**config.mk**
```make
export PLATFORM = sky130hd
export DESIGN_NAME = vehicle_top
export DESIGN_NICKNAME = d
export VERILOG_FILES = /design/src/verilog/vehicle_pkg.sv /design/src/verilog/accel_conditioner.sv /design/src/verilog/speed_dynamics.sv /design/src/verilog/gear_selector.sv /design/src/verilog/rpm_calc.sv /design/src/verilog/trip_meter.sv /design/src/verilog/vehicle_top.sv
export SDC_FILE = /design/constraint.sdc
export NUM_CORES = 1
export LEC_CHECK = 0
export ABC_AREA = 1
export BUFFER_PORTS_ARGS = -buffer_cell sky130_fd_sc_hd__buf_2
export CAP_MARGIN = 5
export CORE_AREA = 2 2 157 159
export DETAILED_ROUTE_END_ITERATION = 8
export DIE_AREA = 0 0 159 161
export HOLD_SLACK_MARGIN = 0.05
export PLACE_DENSITY = 0.91
export SETUP_SLACK_MARGIN = 0.3
export SYNTH_ARGS = -nofsm -noshare
export SYNTH_HDL_FRONTEND = slang
export SYNTH_SLANG_ARGS = --single-unit
```
**constraint.sdc**
```tcl
create_clock -name clk -period 12.4 [get_ports clk]
set_input_delay 2.48 -clock clk [delete_from_list [all_inputs] [get_ports clk]]
set_output_delay 2.48 -clock clk [all_outputs]
set_load 0.05 [all_outputs]
```
**src/verilog/vehicle_pkg.sv**
```systemverilog
`default_nettype none

package vehicle_pkg;

    // ====================
    // widths
    // ====================
    localparam int unsigned SPEED_W    = 8;
    localparam int unsigned RPM_W      = 14;
    localparam int unsigned ACCEL_W    = 8;
    localparam int unsigned GEAR_W     = 3;
    localparam int unsigned FUEL_W     = 8;
    localparam int unsigned ODO_W      = 32;
    localparam int unsigned FORCE_W    = 10;
    localparam int unsigned DECEL_W    = 5;
    localparam int unsigned FUEL_ACC_W = 16;

    // driver selector positions
    typedef enum logic [3:0] {
        SEL_P = 4'd3,
        SEL_R = 4'd6,
        SEL_N = 4'd9,
        SEL_D = 4'd12
    } gear_sel_e;

    typedef logic [SPEED_W-1:0] speed_t;
    typedef logic [RPM_W-1:0]   rpm_t;
    typedef logic [ACCEL_W-1:0] accel_t;
    typedef logic [GEAR_W-1:0]  gear_t;

    // ====================
    // engine and pedal
    // ====================
    localparam rpm_t   IDLE_RPM        = 14'd800;
    localparam rpm_t   PARK_RPM_LIMIT  = 14'd4000;
    localparam rpm_t   REDLINE_RPM     = 14'd8000;
    // no more speed gain this close to the redline
    localparam rpm_t   ACCEL_RPM_LIMIT = 14'd7900;
    localparam accel_t ACCEL_DEAD_ZONE = 8'd5;
    localparam accel_t SMOOTH_DECAY    = 8'd8;

    // ====================
    // vehicle physics
    // ====================
    localparam speed_t SPEED_MAX         = 8'd250;
    localparam speed_t REVERSE_SPEED_MAX = 8'd50;
    localparam speed_t AERO_SPEED        = 8'd180;
    localparam speed_t AERO_DRAG         = 8'd100;
    localparam speed_t BASE_RESISTANCE   = 8'd5;
    localparam speed_t ESS_SPEED         = 8'd50;

    // ====================
    // trip data
    // ====================
    // 1 km/h is about 278 mm travelled per second
    localparam logic [ODO_W-1:0]      MM_PER_KMH_SEC = 32'd278;
    localparam logic [ODO_W-1:0]      MM_PER_KM      = 32'd1_000_000;
    localparam logic [FUEL_ACC_W-1:0] FUEL_BASE      = 16'd10;
    localparam logic [FUEL_ACC_W-1:0] FUEL_STEP      = 16'd5000;
    localparam logic [FUEL_W-1:0]     FUEL_FULL      = 8'd100;

endpackage

`default_nettype wire

```
**src/verilog/accel_conditioner.sv**
```systemverilog
`timescale 1ns/1ps
`default_nettype none

module accel_conditioner (
    input  logic                clk,
    input  logic                rst,
    input  logic                tick_speed,
    input  vehicle_pkg::accel_t adc_accel,
    output vehicle_pkg::accel_t effective_accel,
    output vehicle_pkg::accel_t smooth_accel
);

    // small readings near a released pedal are treated as zero
    assign effective_accel = (adc_accel > vehicle_pkg::ACCEL_DEAD_ZONE) ?
                             adc_accel - vehicle_pkg::ACCEL_DEAD_ZONE : '0;

    // fast attack, slow release so rpm does not collapse when the pedal lifts
    always_ff @(posedge clk or posedge rst) begin
        if (rst) begin
            smooth_accel <= '0;
        end else if (tick_speed) begin
            if (effective_accel > smooth_accel) begin
                smooth_accel <= effective_accel;
            end else if (effective_accel < smooth_accel) begin
                if (smooth_accel >= vehicle_pkg::SMOOTH_DECAY) begin
                    smooth_accel <= smooth_accel - vehicle_pkg::SMOOTH_DECAY;
                end else begin
                    // last partial step
                    smooth_accel <= effective_accel;
                end
            end
        end
    end

endmodule

`default_nettype wire

```
**src/verilog/speed_dynamics.sv**
```systemverilog
`timescale 1ns/1ps
`default_nettype none

module speed_dynamics (
    input  logic                   clk,
    input  logic                   rst,
    input  logic                   tick_speed,
    input  logic                   engine_on,
    input  logic                   brake_normal,
    input  logic                   brake_hard,
    input  vehicle_pkg::gear_sel_e gear_sel,
    input  vehicle_pkg::accel_t    effective_accel,
    input  vehicle_pkg::gear_t     gear_num,
    input  vehicle_pkg::rpm_t      rpm,
    output vehicle_pkg::speed_t    speed,
    output logic                   ess_trigger
);

    typedef logic [vehicle_pkg::FORCE_W-1:0] force_t;

    force_t                            power;
    force_t                            resistance;
    vehicle_pkg::speed_t               brake_step;
    logic [vehicle_pkg::DECEL_W-1:0]   decel_cnt;
    logic [vehicle_pkg::DECEL_W-1:0]   decel_limit;
    logic                              in_reverse;

    assign in_reverse = (gear_sel == vehicle_pkg::SEL_R);

    // ====================
    // forces
    // ====================
    always_comb begin
        if (engine_on && gear_sel == vehicle_pkg::SEL_D) begin
            power = force_t'(effective_accel);
        end else if (engine_on && in_reverse) begin
            power = force_t'(effective_accel >> 1);
        end else begin
            power = '0;
        end
    end

    // aero drag kicks in as a step at high speed
    always_comb begin
        resistance = force_t'(speed) + force_t'(vehicle_pkg::BASE_RESISTANCE);
        if (speed >= vehicle_pkg::AERO_SPEED) begin
            resistance = resistance + force_t'(vehicle_pkg::AERO_DRAG);
        end
    end

    // high speed bands skid more, so they lose less per tick
    always_comb begin
        if (speed > 8'd150) begin
            brake_step = brake_hard ? 8'd2 : 8'd1;
        end else if (speed > 8'd80) begin
            brake_step = brake_hard ? 8'd4 : 8'd2;
        end else begin
            brake_step = brake_hard ? 8'd8 : 8'd3;
        end
    end

    // ticks per 1 km/h lost while coasting
    always_comb begin
        case (gear_num)
            3'd1: decel_limit = 5'd1;
            3'd2: decel_limit = 5'd3;
            3'd3: decel_limit = 5'd6;
            3'd4: decel_limit = 5'd10;
            3'd5: decel_limit = (speed >= 8'd120) ? 5'd8 : 5'd15;
            3'd6: begin
                if (speed >= 8'd170) begin
                    decel_limit = 5'd2;
                end else if (speed >= 8'd140) begin
                    decel_limit = 5'd5;
                end else begin
                    decel_limit = 5'd20;
                end
            end
            default: decel_limit = '0;
        endcase
    end

    // ====================
    // speed state
    // ====================
    always_ff @(posedge clk or posedge rst) begin
        if (rst) begin
            speed       <= '0;
            ess_trigger <= 1'b0;
            decel_cnt   <= '0;
        end else if (tick_speed) begin
            if (brake_hard || brake_normal) begin
                speed <= (speed > brake_step) ? speed - brake_step : '0;
                // emergency stop signal only for a hard stop from speed
                ess_trigger <= brake_hard && (speed > vehicle_pkg::ESS_SPEED);
            end else begin
                ess_trigger <= 1'b0;
                if (power > resistance) begin
                    decel_cnt <= '0;
                    if (!(in_reverse && speed >= vehicle_pkg::REVERSE_SPEED_MAX) &&
                        speed < vehicle_pkg::SPEED_MAX &&
                        rpm < vehicle_pkg::ACCEL_RPM_LIMIT) begin
                        speed <= speed + 8'd1;
                    end
                end else if (power < resistance) begin
                    if (speed == '0) begin
                        decel_cnt <= '0;
                    end else if (decel_cnt >= decel_limit) begin
                        speed     <= speed - 8'd1;
                        decel_cnt <= '0;
                    end else begin
                        decel_cnt <= decel_cnt + 5'd1;
                    end
                end else begin
                    // balanced, hold speed
                    decel_cnt <= '0;
                end
            end
        end
    end

endmodule

`default_nettype wire

```
**src/verilog/gear_selector.sv**
```systemverilog
`timescale 1ns/1ps
`default_nettype none

module gear_selector (
    input  logic                   clk,
    input  logic                   rst,
    input  logic                   tick_speed,
    input  logic                   brake_normal,
    input  logic                   brake_hard,
    input  vehicle_pkg::gear_sel_e gear_sel,
    input  vehicle_pkg::accel_t    effective_accel,
    input  vehicle_pkg::speed_t    speed,
    output vehicle_pkg::gear_t     gear_num
);

    vehicle_pkg::gear_t coast_gear;

    // pedal released: gear follows speed directly
    always_comb begin
        if (speed < 8'd20) begin
            coast_gear = 3'd1;
        end else if (speed < 8'd50) begin
            coast_gear = 3'd2;
        end else if (speed < 8'd75) begin
            coast_gear = 3'd3;
        end else if (speed < 8'd100) begin
            coast_gear = 3'd4;
        end else if (speed < 8'd125) begin
            coast_gear = 3'd5;
        end else begin
            coast_gear = 3'd6;
        end
    end

    // gear is held while braking
    always_ff @(posedge clk or posedge rst) begin
        if (rst) begin
            gear_num <= 3'd1;
        end else if (tick_speed && !brake_normal && !brake_hard) begin
            if (gear_sel != vehicle_pkg::SEL_D) begin
                gear_num <= 3'd1;
            end else if (effective_accel == '0) begin
                gear_num <= coast_gear;
            end else begin
                // pedal down, upshift and downshift points differ
                case (gear_num)
                    3'd1: if (speed >= 8'd27) gear_num <= 3'd2;
                    3'd2: begin
                        if (speed < 8'd21) gear_num <= 3'd1;
                        else if (speed >= 8'd56) gear_num <= 3'd3;
                    end
                    3'd3: begin
                        if (speed < 8'd51) gear_num <= 3'd2;
                        else if (speed >= 8'd86) gear_num <= 3'd4;
                    end
                    3'd4: begin
                        if (speed < 8'd77) gear_num <= 3'd3;
                        else if (speed >= 8'd117) gear_num <= 3'd5;
                    end
                    3'd5: begin
                        if (speed < 8'd101) gear_num <= 3'd4;
                        else if (speed >= 8'd146) gear_num <= 3'd6;
                    end
                    3'd6: if (speed < 8'd128) gear_num <= 3'd5;
                    default: gear_num <= 3'd1;
                endcase
            end
        end
    end

endmodule

`default_nettype wire

```
**src/verilog/rpm_calc.sv**
```systemverilog
`timescale 1ns/1ps
`default_nettype none

module rpm_calc (
    input  logic                   engine_on,
    input  vehicle_pkg::gear_sel_e gear_sel,
    input  vehicle_pkg::speed_t    speed,
    input  vehicle_pkg::gear_t     gear_num,
    input  vehicle_pkg::accel_t    smooth_accel,
    input  vehicle_pkg::accel_t    adc_accel,
    output vehicle_pkg::rpm_t      rpm
);

    // wide enough for 250 km/h in first gear
    logic [15:0] speed_wide;
    logic [15:0] park_rpm;
    logic [15:0] drive_base;
    logic [15:0] drive_rpm;

    assign speed_wide = 16'(speed);

    // free revving uses the raw pedal, no dead zone
    assign park_rpm = 16'(vehicle_pkg::IDLE_RPM) + 16'(adc_accel) * 16'd20;

    // rpm per km/h for each gear
    always_comb begin
        case (gear_num)
            3'd1: drive_base = speed_wide * 16'd100;
            3'd2: drive_base = speed_wide * 16'd60;
            3'd3: drive_base = speed_wide * 16'd40;
            3'd4: drive_base = speed_wide * 16'd30;
            3'd5: drive_base = speed_wide * 16'd24;
            3'd6: drive_base = speed_wide * 16'd18;
            default: drive_base = 16'(vehicle_pkg::IDLE_RPM);
        endcase
    end

    // converter slip adds load on top of the road speed
    assign drive_rpm = drive_base + 16'(smooth_accel) * 16'd2;

    always_comb begin
        if (!engine_on) begin
            rpm = '0;
        end else if (gear_sel == vehicle_pkg::SEL_P || gear_sel == vehicle_pkg::SEL_N) begin
            rpm = (park_rpm > 16'(vehicle_pkg::PARK_RPM_LIMIT)) ?
                  vehicle_pkg::PARK_RPM_LIMIT : vehicle_pkg::rpm_t'(park_rpm);
        end else begin
            rpm = (drive_rpm > 16'(vehicle_pkg::REDLINE_RPM)) ?
                  vehicle_pkg::REDLINE_RPM : vehicle_pkg::rpm_t'(drive_rpm);
        end
    end

endmodule

`default_nettype wire

```
**src/verilog/trip_meter.sv**
```systemverilog
`timescale 1ns/1ps
`default_nettype none

module trip_meter (
    input  logic                              clk,
    input  logic                              rst,
    input  logic                              tick_1sec,
    input  logic                              engine_on,
    input  vehicle_pkg::speed_t               speed,
    input  vehicle_pkg::rpm_t                 rpm,
    input  vehicle_pkg::accel_t               effective_accel,
    output logic [vehicle_pkg::FUEL_W-1:0]    fuel,
    output logic [vehicle_pkg::ODO_W-1:0]     odometer_km
);

    logic [vehicle_pkg::ODO_W-1:0]      dist_acc;
    logic [vehicle_pkg::ODO_W-1:0]      dist_step;
    logic [vehicle_pkg::FUEL_ACC_W-1:0] fuel_acc;
    logic [vehicle_pkg::FUEL_ACC_W-1:0] fuel_burn;

    // ====================
    // odometer
    // ====================
    assign dist_step = 32'(speed) * vehicle_pkg::MM_PER_KMH_SEC;

    // distance accumulates in mm, a full km rolls over into the odometer
    always_ff @(posedge clk or posedge rst) begin
        if (rst) begin
            dist_acc    <= '0;
            odometer_km <= '0;
        end else if (tick_1sec && engine_on && speed != '0) begin
            if (dist_acc >= vehicle_pkg::MM_PER_KM) begin
                dist_acc    <= dist_acc - vehicle_pkg::MM_PER_KM;
                odometer_km <= odometer_km + 32'd1;
            end else begin
                dist_acc <= dist_acc + dist_step;
            end
        end
    end

    // ====================
    // fuel
    // ====================
    // burn per second grows with engine speed and load
    assign fuel_burn = vehicle_pkg::FUEL_BASE + 16'(rpm / 14'd100) + 16'(effective_accel);

    always_ff @(posedge clk or posedge rst) begin
        if (rst) begin
            fuel_acc <= '0;
            fuel     <= vehicle_pkg::FUEL_FULL;
        end else if (tick_1sec && engine_on) begin
            if (fuel_acc >= vehicle_pkg::FUEL_STEP) begin
                fuel_acc <= '0;
                if (fuel != '0) begin
                    fuel <= fuel - 8'd1;
                end
            end else begin
                fuel_acc <= fuel_acc + fuel_burn;
            end
        end
    end

endmodule

`default_nettype wire

```
**src/verilog/vehicle_top.sv**
```systemverilog
`timescale 1ns/1ps
`default_nettype none

module vehicle_top (
    input  logic                              clk,
    input  logic                              rst,
    input  logic                              engine_on,
    input  logic                              tick_1sec,
    input  logic                              tick_speed,
    input  vehicle_pkg::gear_sel_e            gear_sel,
    input  vehicle_pkg::accel_t               adc_accel,
    input  logic                              brake_normal,
    input  logic                              brake_hard,
    output vehicle_pkg::speed_t               speed,
    output vehicle_pkg::rpm_t                 rpm,
    output logic [vehicle_pkg::FUEL_W-1:0]    fuel,
    output logic [vehicle_pkg::ODO_W-1:0]     odometer_km,
    output logic                              ess_trigger,
    output vehicle_pkg::gear_t                gear_num
);

    vehicle_pkg::accel_t effective_accel;
    vehicle_pkg::accel_t smooth_accel;

    // pedal front end
    accel_conditioner u_accel (
        .clk             (clk),
        .rst             (rst),
        .tick_speed      (tick_speed),
        .adc_accel       (adc_accel),
        .effective_accel (effective_accel),
        .smooth_accel    (smooth_accel)
    );

    speed_dynamics u_speed (
        .clk             (clk),
        .rst             (rst),
        .tick_speed      (tick_speed),
        .engine_on       (engine_on),
        .brake_normal    (brake_normal),
        .brake_hard      (brake_hard),
        .gear_sel        (gear_sel),
        .effective_accel (effective_accel),
        .gear_num        (gear_num),
        .rpm             (rpm),
        .speed           (speed),
        .ess_trigger     (ess_trigger)
    );

    // shifts on the same tick as speed, so it sees the old speed
    gear_selector u_gear (
        .clk             (clk),
        .rst             (rst),
        .tick_speed      (tick_speed),
        .brake_normal    (brake_normal),
        .brake_hard      (brake_hard),
        .gear_sel        (gear_sel),
        .effective_accel (effective_accel),
        .speed           (speed),
        .gear_num        (gear_num)
    );

    rpm_calc u_rpm (
        .engine_on    (engine_on),
        .gear_sel     (gear_sel),
        .speed        (speed),
        .gear_num     (gear_num),
        .smooth_accel (smooth_accel),
        .adc_accel    (adc_accel),
        .rpm          (rpm)
    );

    trip_meter u_trip (
        .clk             (clk),
        .rst             (rst),
        .tick_1sec       (tick_1sec),
        .engine_on       (engine_on),
        .speed           (speed),
        .rpm             (rpm),
        .effective_accel (effective_accel),
        .fuel            (fuel),
        .odometer_km     (odometer_km)
    );

endmodule

`default_nettype wire

```
Word level (Yosys, flattened, before mapping):

Cells that the tools add are included.

* add/sub/neg operators: 17
* multipliers: 8
* div/mod/pow operators: 1
* magnitude comparators: 37
* equal/unequal tests: 19
* mux-type cells: 53
* bitwise gates (word level): 1
* reduce and logical (&&, ||, !) cells: 28

Operators with widths (number)
* 2-to-1 mux 8 bit: 14
* one-hot mux 16 bit (6 select lines): 1
* 2-to-1 mux 14 bit: 4
* 2-to-1 mux 3 bit: 18
* less-than comparator 8 x 7 -> 1 bit (second input constant): 5
* multiplier 8 x 4 -> 12 bit (second input constant): 3
* adder 32 x 1 -> 32 bit (second input constant): 1
* adder 32 x 17 -> 32 bit: 1
* >= comparator 32 x 20 -> 1 bit (second input constant): 1
* >= comparator 8 bit (second input constant): 4
* 2-to-1 mux 32 bit: 1
* subtractor 32 x 20 -> 32 bit (second input constant): 1
* 2-to-1 mux 5 bit: 6
* one-hot mux 5 bit (6 select lines): 1
* >= comparator 8 x 7 -> 1 bit (second input constant): 3
* multiplier 8 x 3 -> 11 bit (second input constant): 2
* != test 5 x 1 -> 1 bit (second input constant): 4
* one-hot mux 3 bit (6 select lines): 1
* adder 16 bit: 1
* adder 16 x 8 -> 16 bit: 1
* adder 16 x 9 -> 16 bit: 1
* adder 4 x 16 -> 16 bit (first input constant): 1
* divider 14 x 7 -> 16 bit (second input constant): 1
* >= comparator 16 x 13 -> 1 bit (second input constant): 1
* 58 further kinds: 87

* register bits: 113
* input port bits: 19
* output and inout port bits: 66
* word-level logic and storage cells: 173

Depth between registers and ports, before layout:

* word-level depth: 12
* gate-level depth with buffers: 78
* mapped depth without buffers: 78

Modules after synthesis:

Synthesis repeated with hierarchy kept, for this count alone.

* cell total of the unflattened synthesis: 2315
* area total of the unflattened synthesis: 16065.4 sq um

Modules (own cells, without submodules)
* trip_meter: times used 1, cells each 988, area an instance 7656.1 sq um, sequential area each 2180.8 sq um
* rpm_calc: times used 1, cells each 680, area an instance 4300.4 sq um, sequential area each 0.0 sq um
* speed_dynamics: times used 1, cells each 356, area an instance 2391.0 sq um, sequential area each 350.3 sq um
* accel_conditioner: times used 1, cells each 146, area an instance 996.0 sq um, sequential area each 200.2 sq um
* gear_selector: times used 1, cells each 145, area an instance 721.9 sq um, sequential area each 76.3 sq um

Worst setup path after synthesis:

No wires, ideal clock.

* path kind: register -> register
* from: register u_speed.speed[5]
* to: register u_trip.fuel_acc[12] in the netlist's numbering
* setup time: 0.077 ns
* arrival time: 10.026 ns
* data required time: 12.323 ns
* path slack: 2.296 ns
* cell stages (with the launch flop): 69
* path buffers: 0
* period minus slack after synthesis: 10.104 ns
* cell sequence: dfrtp_1 -> inv_1 -> fa_1 -> fa_1 -> inv_1 -> ha_1 -> nand2_1 -> inv_1 -> a21oi_1 -> nand3_1 -> nand3_1 -> o21ai_0 -> nor3_1 -> nand2_1 -> ha_1 -> a21oi_1 -> inv_1 -> nor2_1 -> (+33 left out) -> fa_1 -> inv_1 -> fa_1 -> ha_1 -> inv_1 -> fa_1 -> or2_2 -> o21ai_0 -> a21oi_1 -> inv_1 -> a21oi_1 -> nor2_1 -> nor2_1 -> inv_1 -> a21oi_1 -> nor3_1 -> nand2_1 -> a21oi_1

* cells in the longest elaborated chain, start to end: 12
* elaborated cells on any way between the ends: 17
* classes of those cells: add/sub: 4; mul: 6; div: 1; order compare: 1; mux: 5

RTL lines
* start: declaration: RTL line speed_dynamics.sv:15 `output vehicle_pkg::speed_t speed,`
* start signal: assignment: RTL line speed_dynamics.sv:93 `speed <= (speed > brake_step) ? speed - brake_step : '0;`
* start signal: assignment: RTL line speed_dynamics.sv:103 `speed <= speed + 8'd1;`
* start signal: assignment: RTL line speed_dynamics.sv:109 `speed <= speed - 8'd1;`
* multiplier 8 x 4 -> 12 bit (tied with other cells): RTL line rpm_calc.sv:33 `3'd6: drive_base = speed_wide * 16'd18;`
* one-hot mux 16 bit (6 select lines) *: RTL line rpm_calc.sv:27 `case (gear_num)`
* adder 16 x 9 -> 16 bit *: RTL line rpm_calc.sv:39 `assign drive_rpm = drive_base + 16'(smooth_accel) * 16'd2;`
* > comparator 16 x 13 -> 1 bit: RTL line rpm_calc.sv:48 `rpm = (drive_rpm > 16'(vehicle_pkg::REDLINE_RPM)) ?`
* 2-to-1 mux 14 bit *: RTL line rpm_calc.sv:48
* 2-to-1 mux 14 bit *: RTL line rpm_calc.sv:44 `end else if (gear_sel == vehicle_pkg::SEL_P || gear_sel == vehicle_pkg::SEL_N) begin`
* 2-to-1 mux 14 bit *: RTL line rpm_calc.sv:42 `if (!engine_on) begin`
* net rpm[8]: RTL line vehicle_top.sv:15 `output vehicle_pkg::rpm_t rpm,`
* divider 14 x 7 -> 16 bit *: RTL line trip_meter.sv:45 `assign fuel_burn = vehicle_pkg::FUEL_BASE + 16'(rpm / 14'd100) + 16'(effective_accel);`
* adder 4 x 16 -> 16 bit *: RTL line trip_meter.sv:45
* adder 16 x 8 -> 16 bit *: RTL line trip_meter.sv:45
* adder 16 bit *: RTL line trip_meter.sv:58 `fuel_acc <= fuel_acc + fuel_burn;`
* 2-to-1 mux 16 bit *: RTL line trip_meter.sv:52 `if (fuel_acc >= vehicle_pkg::FUEL_STEP) begin`
* end signal: assignment: RTL line trip_meter.sv:58
* end: declaration: RTL line trip_meter.sv:18 `logic [vehicle_pkg::FUEL_ACC_W-1:0] fuel_acc;`

Mark *: on every way through the listed nets, which the timed path passes. The rest lies on a longest branch.
A chain may end at the register's enable or synchronous reset.

Worst setup path after layout:

* from: register u_speed.speed[4]
* to: register u_trip.fuel_acc[12] in the netlist's numbering

* cells in the longest elaborated chain, start to end: 12
* elaborated cells on any way between the ends: 17
* classes of those cells: add/sub: 4; mul: 6; div: 1; order compare: 1; mux: 5

RTL lines (RTL line)
* multiplier 8 x 4 -> 12 bit (tied with other cells): rpm_calc.sv:33
* one-hot mux 16 bit (6 select lines) *: rpm_calc.sv:27
* adder 16 x 9 -> 16 bit *: rpm_calc.sv:39
* > comparator 16 x 13 -> 1 bit: rpm_calc.sv:48
* 2-to-1 mux 14 bit *: rpm_calc.sv:48
* 2-to-1 mux 14 bit *: rpm_calc.sv:44
* 2-to-1 mux 14 bit *: rpm_calc.sv:42
* divider 14 x 7 -> 16 bit *: trip_meter.sv:45
* adder 4 x 16 -> 16 bit *: trip_meter.sv:45
* adder 16 x 8 -> 16 bit *: trip_meter.sv:45
* adder 16 bit *: trip_meter.sv:58
* 2-to-1 mux 16 bit *: trip_meter.sv:52

Every way passes the cells marked *; elsewhere a longest branch is shown, timed or not.

==> Implementation_results.wiki <==
{| class="wikitable"
! Metric !! Value
|-
| Total detailed-routing wirelength || just over 40000 um
|-
| Area share of the largest cell type after synthesis || 17.9%
|-
| Starting density of the core || 62.9%
|-
| Detailed Routing Iterations Pass 1 || 6
|-
| Flip-flop and latch count after synthesis || around 110
|-
| Number of hold-repair buffers added at the cts stage || 0
|-
| Critical path's largest stage delay || 900 ps
|-
| Ys async rst share || 100%
|-
| Area of the core || 0.0240 sq mm
|-
| Commonest cells after routing, fill and taps aside || 436 x sky130_fd_sc_hd__nand2_1, 390 x sky130_fd_sc_hd__inv_1, 203 x sky130_fd_sc_hd__ha_1
|-
| Multi-input gate area || approximately 0.011 sq mm
|-
| Cell occurring most often along the worst timing path || sky130_fd_sc_hd__nand2_1
|-
| Run status || finished clean
|-
| CP Class || reg -> reg
|-
| Skew-Pair Late Insertion Delay || ~370 ps
|-
| Number of buffers created by CTS || 9
|-
| Core Rows || 57
|-
| Final cycle utilization of the critical path || between 80% and 90%
|-
| Predominant post-synthesis flop cell || sky130_fd_sc_hd__dfrtp_1
|-
| Syn_area_per_cell || approximately 7.0 sq um
|-
| Global-route wire length before repair || just under 70000 um
|-
| Most common cell after layout, fill and taps aside || sky130_fd_sc_hd__nand2_1
|-
| Vias in the first global route || approximately 15000
|-
| Die Footprint || ~0.026 sq mm
|-
| Ant. Diodes || 0
|-
| Library cell with the largest summed area after synthesis || sky130_fd_sc_hd__dfrtp_1
|-
| Endpoints failing hold || 0
|-
| Post-route cell area || ~0.016 sq mm
|-
| Clock sinks || approximately 110
|-
| Fraction of layout instances using a drive strength above 1 || between 8 and 9%
|-
| Largest fanout on the critical path || 16
|-
| Max-Slew Margin vs Limit || a little over a quarter
|-
| Port-buffer cells || a little over 80
|-
| Remaining global-route overflow || 0
|-
| Number of max-cap violations || 0
|-
| Number of enable-type register cells in the synthesized netlist || 0
|-
| Cells taking the most area after synthesis || sky130_fd_sc_hd__dfrtp_1 18%, sky130_fd_sc_hd__ha_1 17%, sky130_fd_sc_hd__nand2_1 11%, sky130_fd_sc_hd__inv_1 9.7%, sky130_fd_sc_hd__fa_1 6.0%
|-
| Sum Neg Setup Slack || 0 ps
|-
| Setup repair after global routing missed its margin || no
|-
| Number of instances in the synthesized netlist || ~2200
|-
| Data arrival, critical path || 11320 ps
|-
| Worst min-delay path class || reg -> reg
|-
| Drt initial violations || ~1300
|-
| Total of cells resized after clock tree synthesis || 0
|-
| Antenna violations before repair || 0
|-
| Final #Nets || 2523
|-
| Worst-path cell with the longest stage delay || sky130_fd_sc_hd__dfrtp_1
|-
| CP Capture Type || flip-flop
|-
| Transition time at the pin with the least slew margin || 1100 ps
|-
| Detailed placer's ending HPWL || around 32000 um
|-
| Post-synthesis cell type count || 69
|-
| Warning count from the yosys run || 0
|-
| Top-level port count || 85
|-
| Post-CTS Setup Repair Bufs || 0
|-
| Via count || 14900
|-
| Total cell area at the placement stage || 0.0159 sq mm
|-
| Area growth from synthesis to final layout || 7.65%
|-
| Max Buffers Root-to-Sink || 2
|-
| Fillers || approximately 2000
|-
| Root buffer selected by CTS || sky130_fd_sc_hd__clkbuf_16
|-
| Maximum level of the CTS H-tree || 3
|-
| Reg2reg setup slack || ~1400 ps
|-
| Horiz. Die Dim || 159 um
|-
| Average wire length per cell after detail routing || about 16 um
|-
| Number of remaining DRC errors || 0
|-
| Highest Clock Rate || 90.8 MHz
|-
| Post-DR vias/cell || just under 6
|-
| CTS clk-pin slew, worst paths || ~80 ps
|-
| Clock tree from TritonCTS || done
|-
| Die extent in y || about 160 um
|-
| Largest clock skew in the final design || about 10 ps
|-
| Global routing usage summed across all routing layers || between 30 and 40%
|-
| Setup violators final || 0
|-
| Register area share after synthesis || a little under a fifth
|-
| Final Max Tran Viols || 0
|-
| Flip-flop and latch area || roughly 0.0028 sq mm
|-
| Largest net degree at the start of global routing || between 80 and 90
|-
| Routability-driven placement congestion ratio || just over 1
|-
| Count of nets left with antenna violations after detail routing || 0
|-
| Min Clock Period, post-route || 11010 ps
|-
| Netlist area before placement || approximately 0.015 sq mm
|-
| Nature of the critical path startpoint || flip-flop
|-
| Worst EP required || ~13000 ps
|}
final timing paths:
kind	end	cells past startpoint	startpoint
max in group asynchronous	u_accel.smooth_accel[5]	3	rst
min in group asynchronous	u_trip.odometer_km[28]	2	rst
worst max-delay path	u_trip.fuel_acc[12]	74	u_speed.speed[4]
worst max register to register	u_trip.fuel_acc[12]	74	u_speed.speed[4]
worst min-delay path	u_trip.dist_acc[31]	1	u_trip.dist_acc[31]
worst min register to register	u_trip.dist_acc[31]	1	u_trip.dist_acc[31]
layer usage:
| layer | vias to the layer above | global-route usage, % | routed length, um |
|---|---|---|---|
| li1 | 7288 | - | - |
| met1 | 6895 | 40.7 | 16800 |
| met2 | 623 | 55.6 | 19200 |
| met3 | 139 | 4.39 | 3160 |
| met4 | 0 | 14.9 | 1850 |
| met5 | - | 0 | 0 |
cell usage after synthesis (4+ instances only):
master / number
sky130_fd_sc_hd__a211oi_1: 4
sky130_fd_sc_hd__a21oi_1: 111
sky130_fd_sc_hd__a22oi_1: 5
sky130_fd_sc_hd__a31oi_1: 15
sky130_fd_sc_hd__buf_4: 4
sky130_fd_sc_hd__clkbuf_1: 7
sky130_fd_sc_hd__dfrtp_1: 108
sky130_fd_sc_hd__dfstp_2: 4
sky130_fd_sc_hd__fa_1: 45
sky130_fd_sc_hd__ha_1: 203
sky130_fd_sc_hd__inv_1: 391
sky130_fd_sc_hd__inv_2: 12
sky130_fd_sc_hd__nand2_1: 436
sky130_fd_sc_hd__nand2_2: 26
sky130_fd_sc_hd__nand2_4: 8
sky130_fd_sc_hd__nand3_1: 174
sky130_fd_sc_hd__nand3_2: 8
sky130_fd_sc_hd__nand3b_1: 13
sky130_fd_sc_hd__nand4_1: 54
sky130_fd_sc_hd__nor2_1: 165
sky130_fd_sc_hd__nor2_2: 7
sky130_fd_sc_hd__nor2_4: 6
sky130_fd_sc_hd__nor3_1: 26
sky130_fd_sc_hd__nor4_1: 11
sky130_fd_sc_hd__o2111ai_1: 6
sky130_fd_sc_hd__o211ai_1: 5
sky130_fd_sc_hd__o21a_1: 4
sky130_fd_sc_hd__o21ai_0: 113
sky130_fd_sc_hd__o21bai_1: 7
sky130_fd_sc_hd__o221ai_1: 5
sky130_fd_sc_hd__o22ai_1: 17
sky130_fd_sc_hd__or2_2: 10
sky130_fd_sc_hd__xnor2_1: 32
sky130_fd_sc_hd__xor2_1: 75
logic make-up (layout without fill, tap and decap cells):
group | after synthesis | in the layout | synth area share [%]
and+or+nand+nor | 957 | 957 | 29.2
buffers and inverters | 421 | 513 | 10.6
AOI/OAI and AO/OA | 319 | 319 | 12.3
adders and majority gates | 248 | 248 | 22.8
DFF | 112 | 112 | 18.6
xor gates and xnor gates | 108 | 108 | 6.40
other | 1 | 3 | 0.0249
muxes | 1 | 1 | 0.0664
per-stage QoR:
| step | util, % | hold WS (ps) | instances | worst slack, ps |
|---|---|---|---|---|
| 6_report | 67.7 | 480 | 2585 | 1390 |
| 5_1_grt | 67.7 | 508 | 2585 | 439 |
| 4_1_cts | 67.7 | 482 | 2585 | 1570 |
| 3_5_place_dp | 66.3 | 468 | 2569 | 1630 |
| 3_3_place_gp | 66.3 | 454 | 2569 | 2070 |
| 2_1_floorplan | - | 442 | 2169 | 2300 |
state kept, by name, indices dropped and copies added, names as in the netlist:
| signal | flops |
|---|---|
| u_speed.ess_trigger | 1 |
| u_trip.dist_acc | 31 |
| u_trip.odometer_km | 32 |
| u_trip.fuel | 8 |
| u_speed.speed | 8 |
| u_trip.fuel_acc | 16 |
| u_speed.decel_cnt | 5 |
| u_accel.smooth_accel | 8 |
| u_gear.gear_num | 3 |
final cells by class:
type	count	share of cell area, %
Inverter	407	9.44
Clock inverter	7	0.694
Timing Repair Buffer	90	2.90
Tap cell	324	2.50
Sequential cell	112	17.3
Multi-Input combinational cell	1636	65.8
Clock buffer	9	1.39
worst max-delay path, delay by kind of cell, from the launching register on:
kind | cells | cell delay [ps]
flip-flops | 1 | 900
adder cells (fa/ha/maj) | 8 | 2870
buffers and inverters | 11 | 1170
AND/OR/NAND/NOR | 47 | 4900
AO/OA/AOI/OAI | 8 | 1110
Power is left out: the tool's default activity adds up to more than one toggle a clock period on the data nets, which glitch-free logic cannot reach.
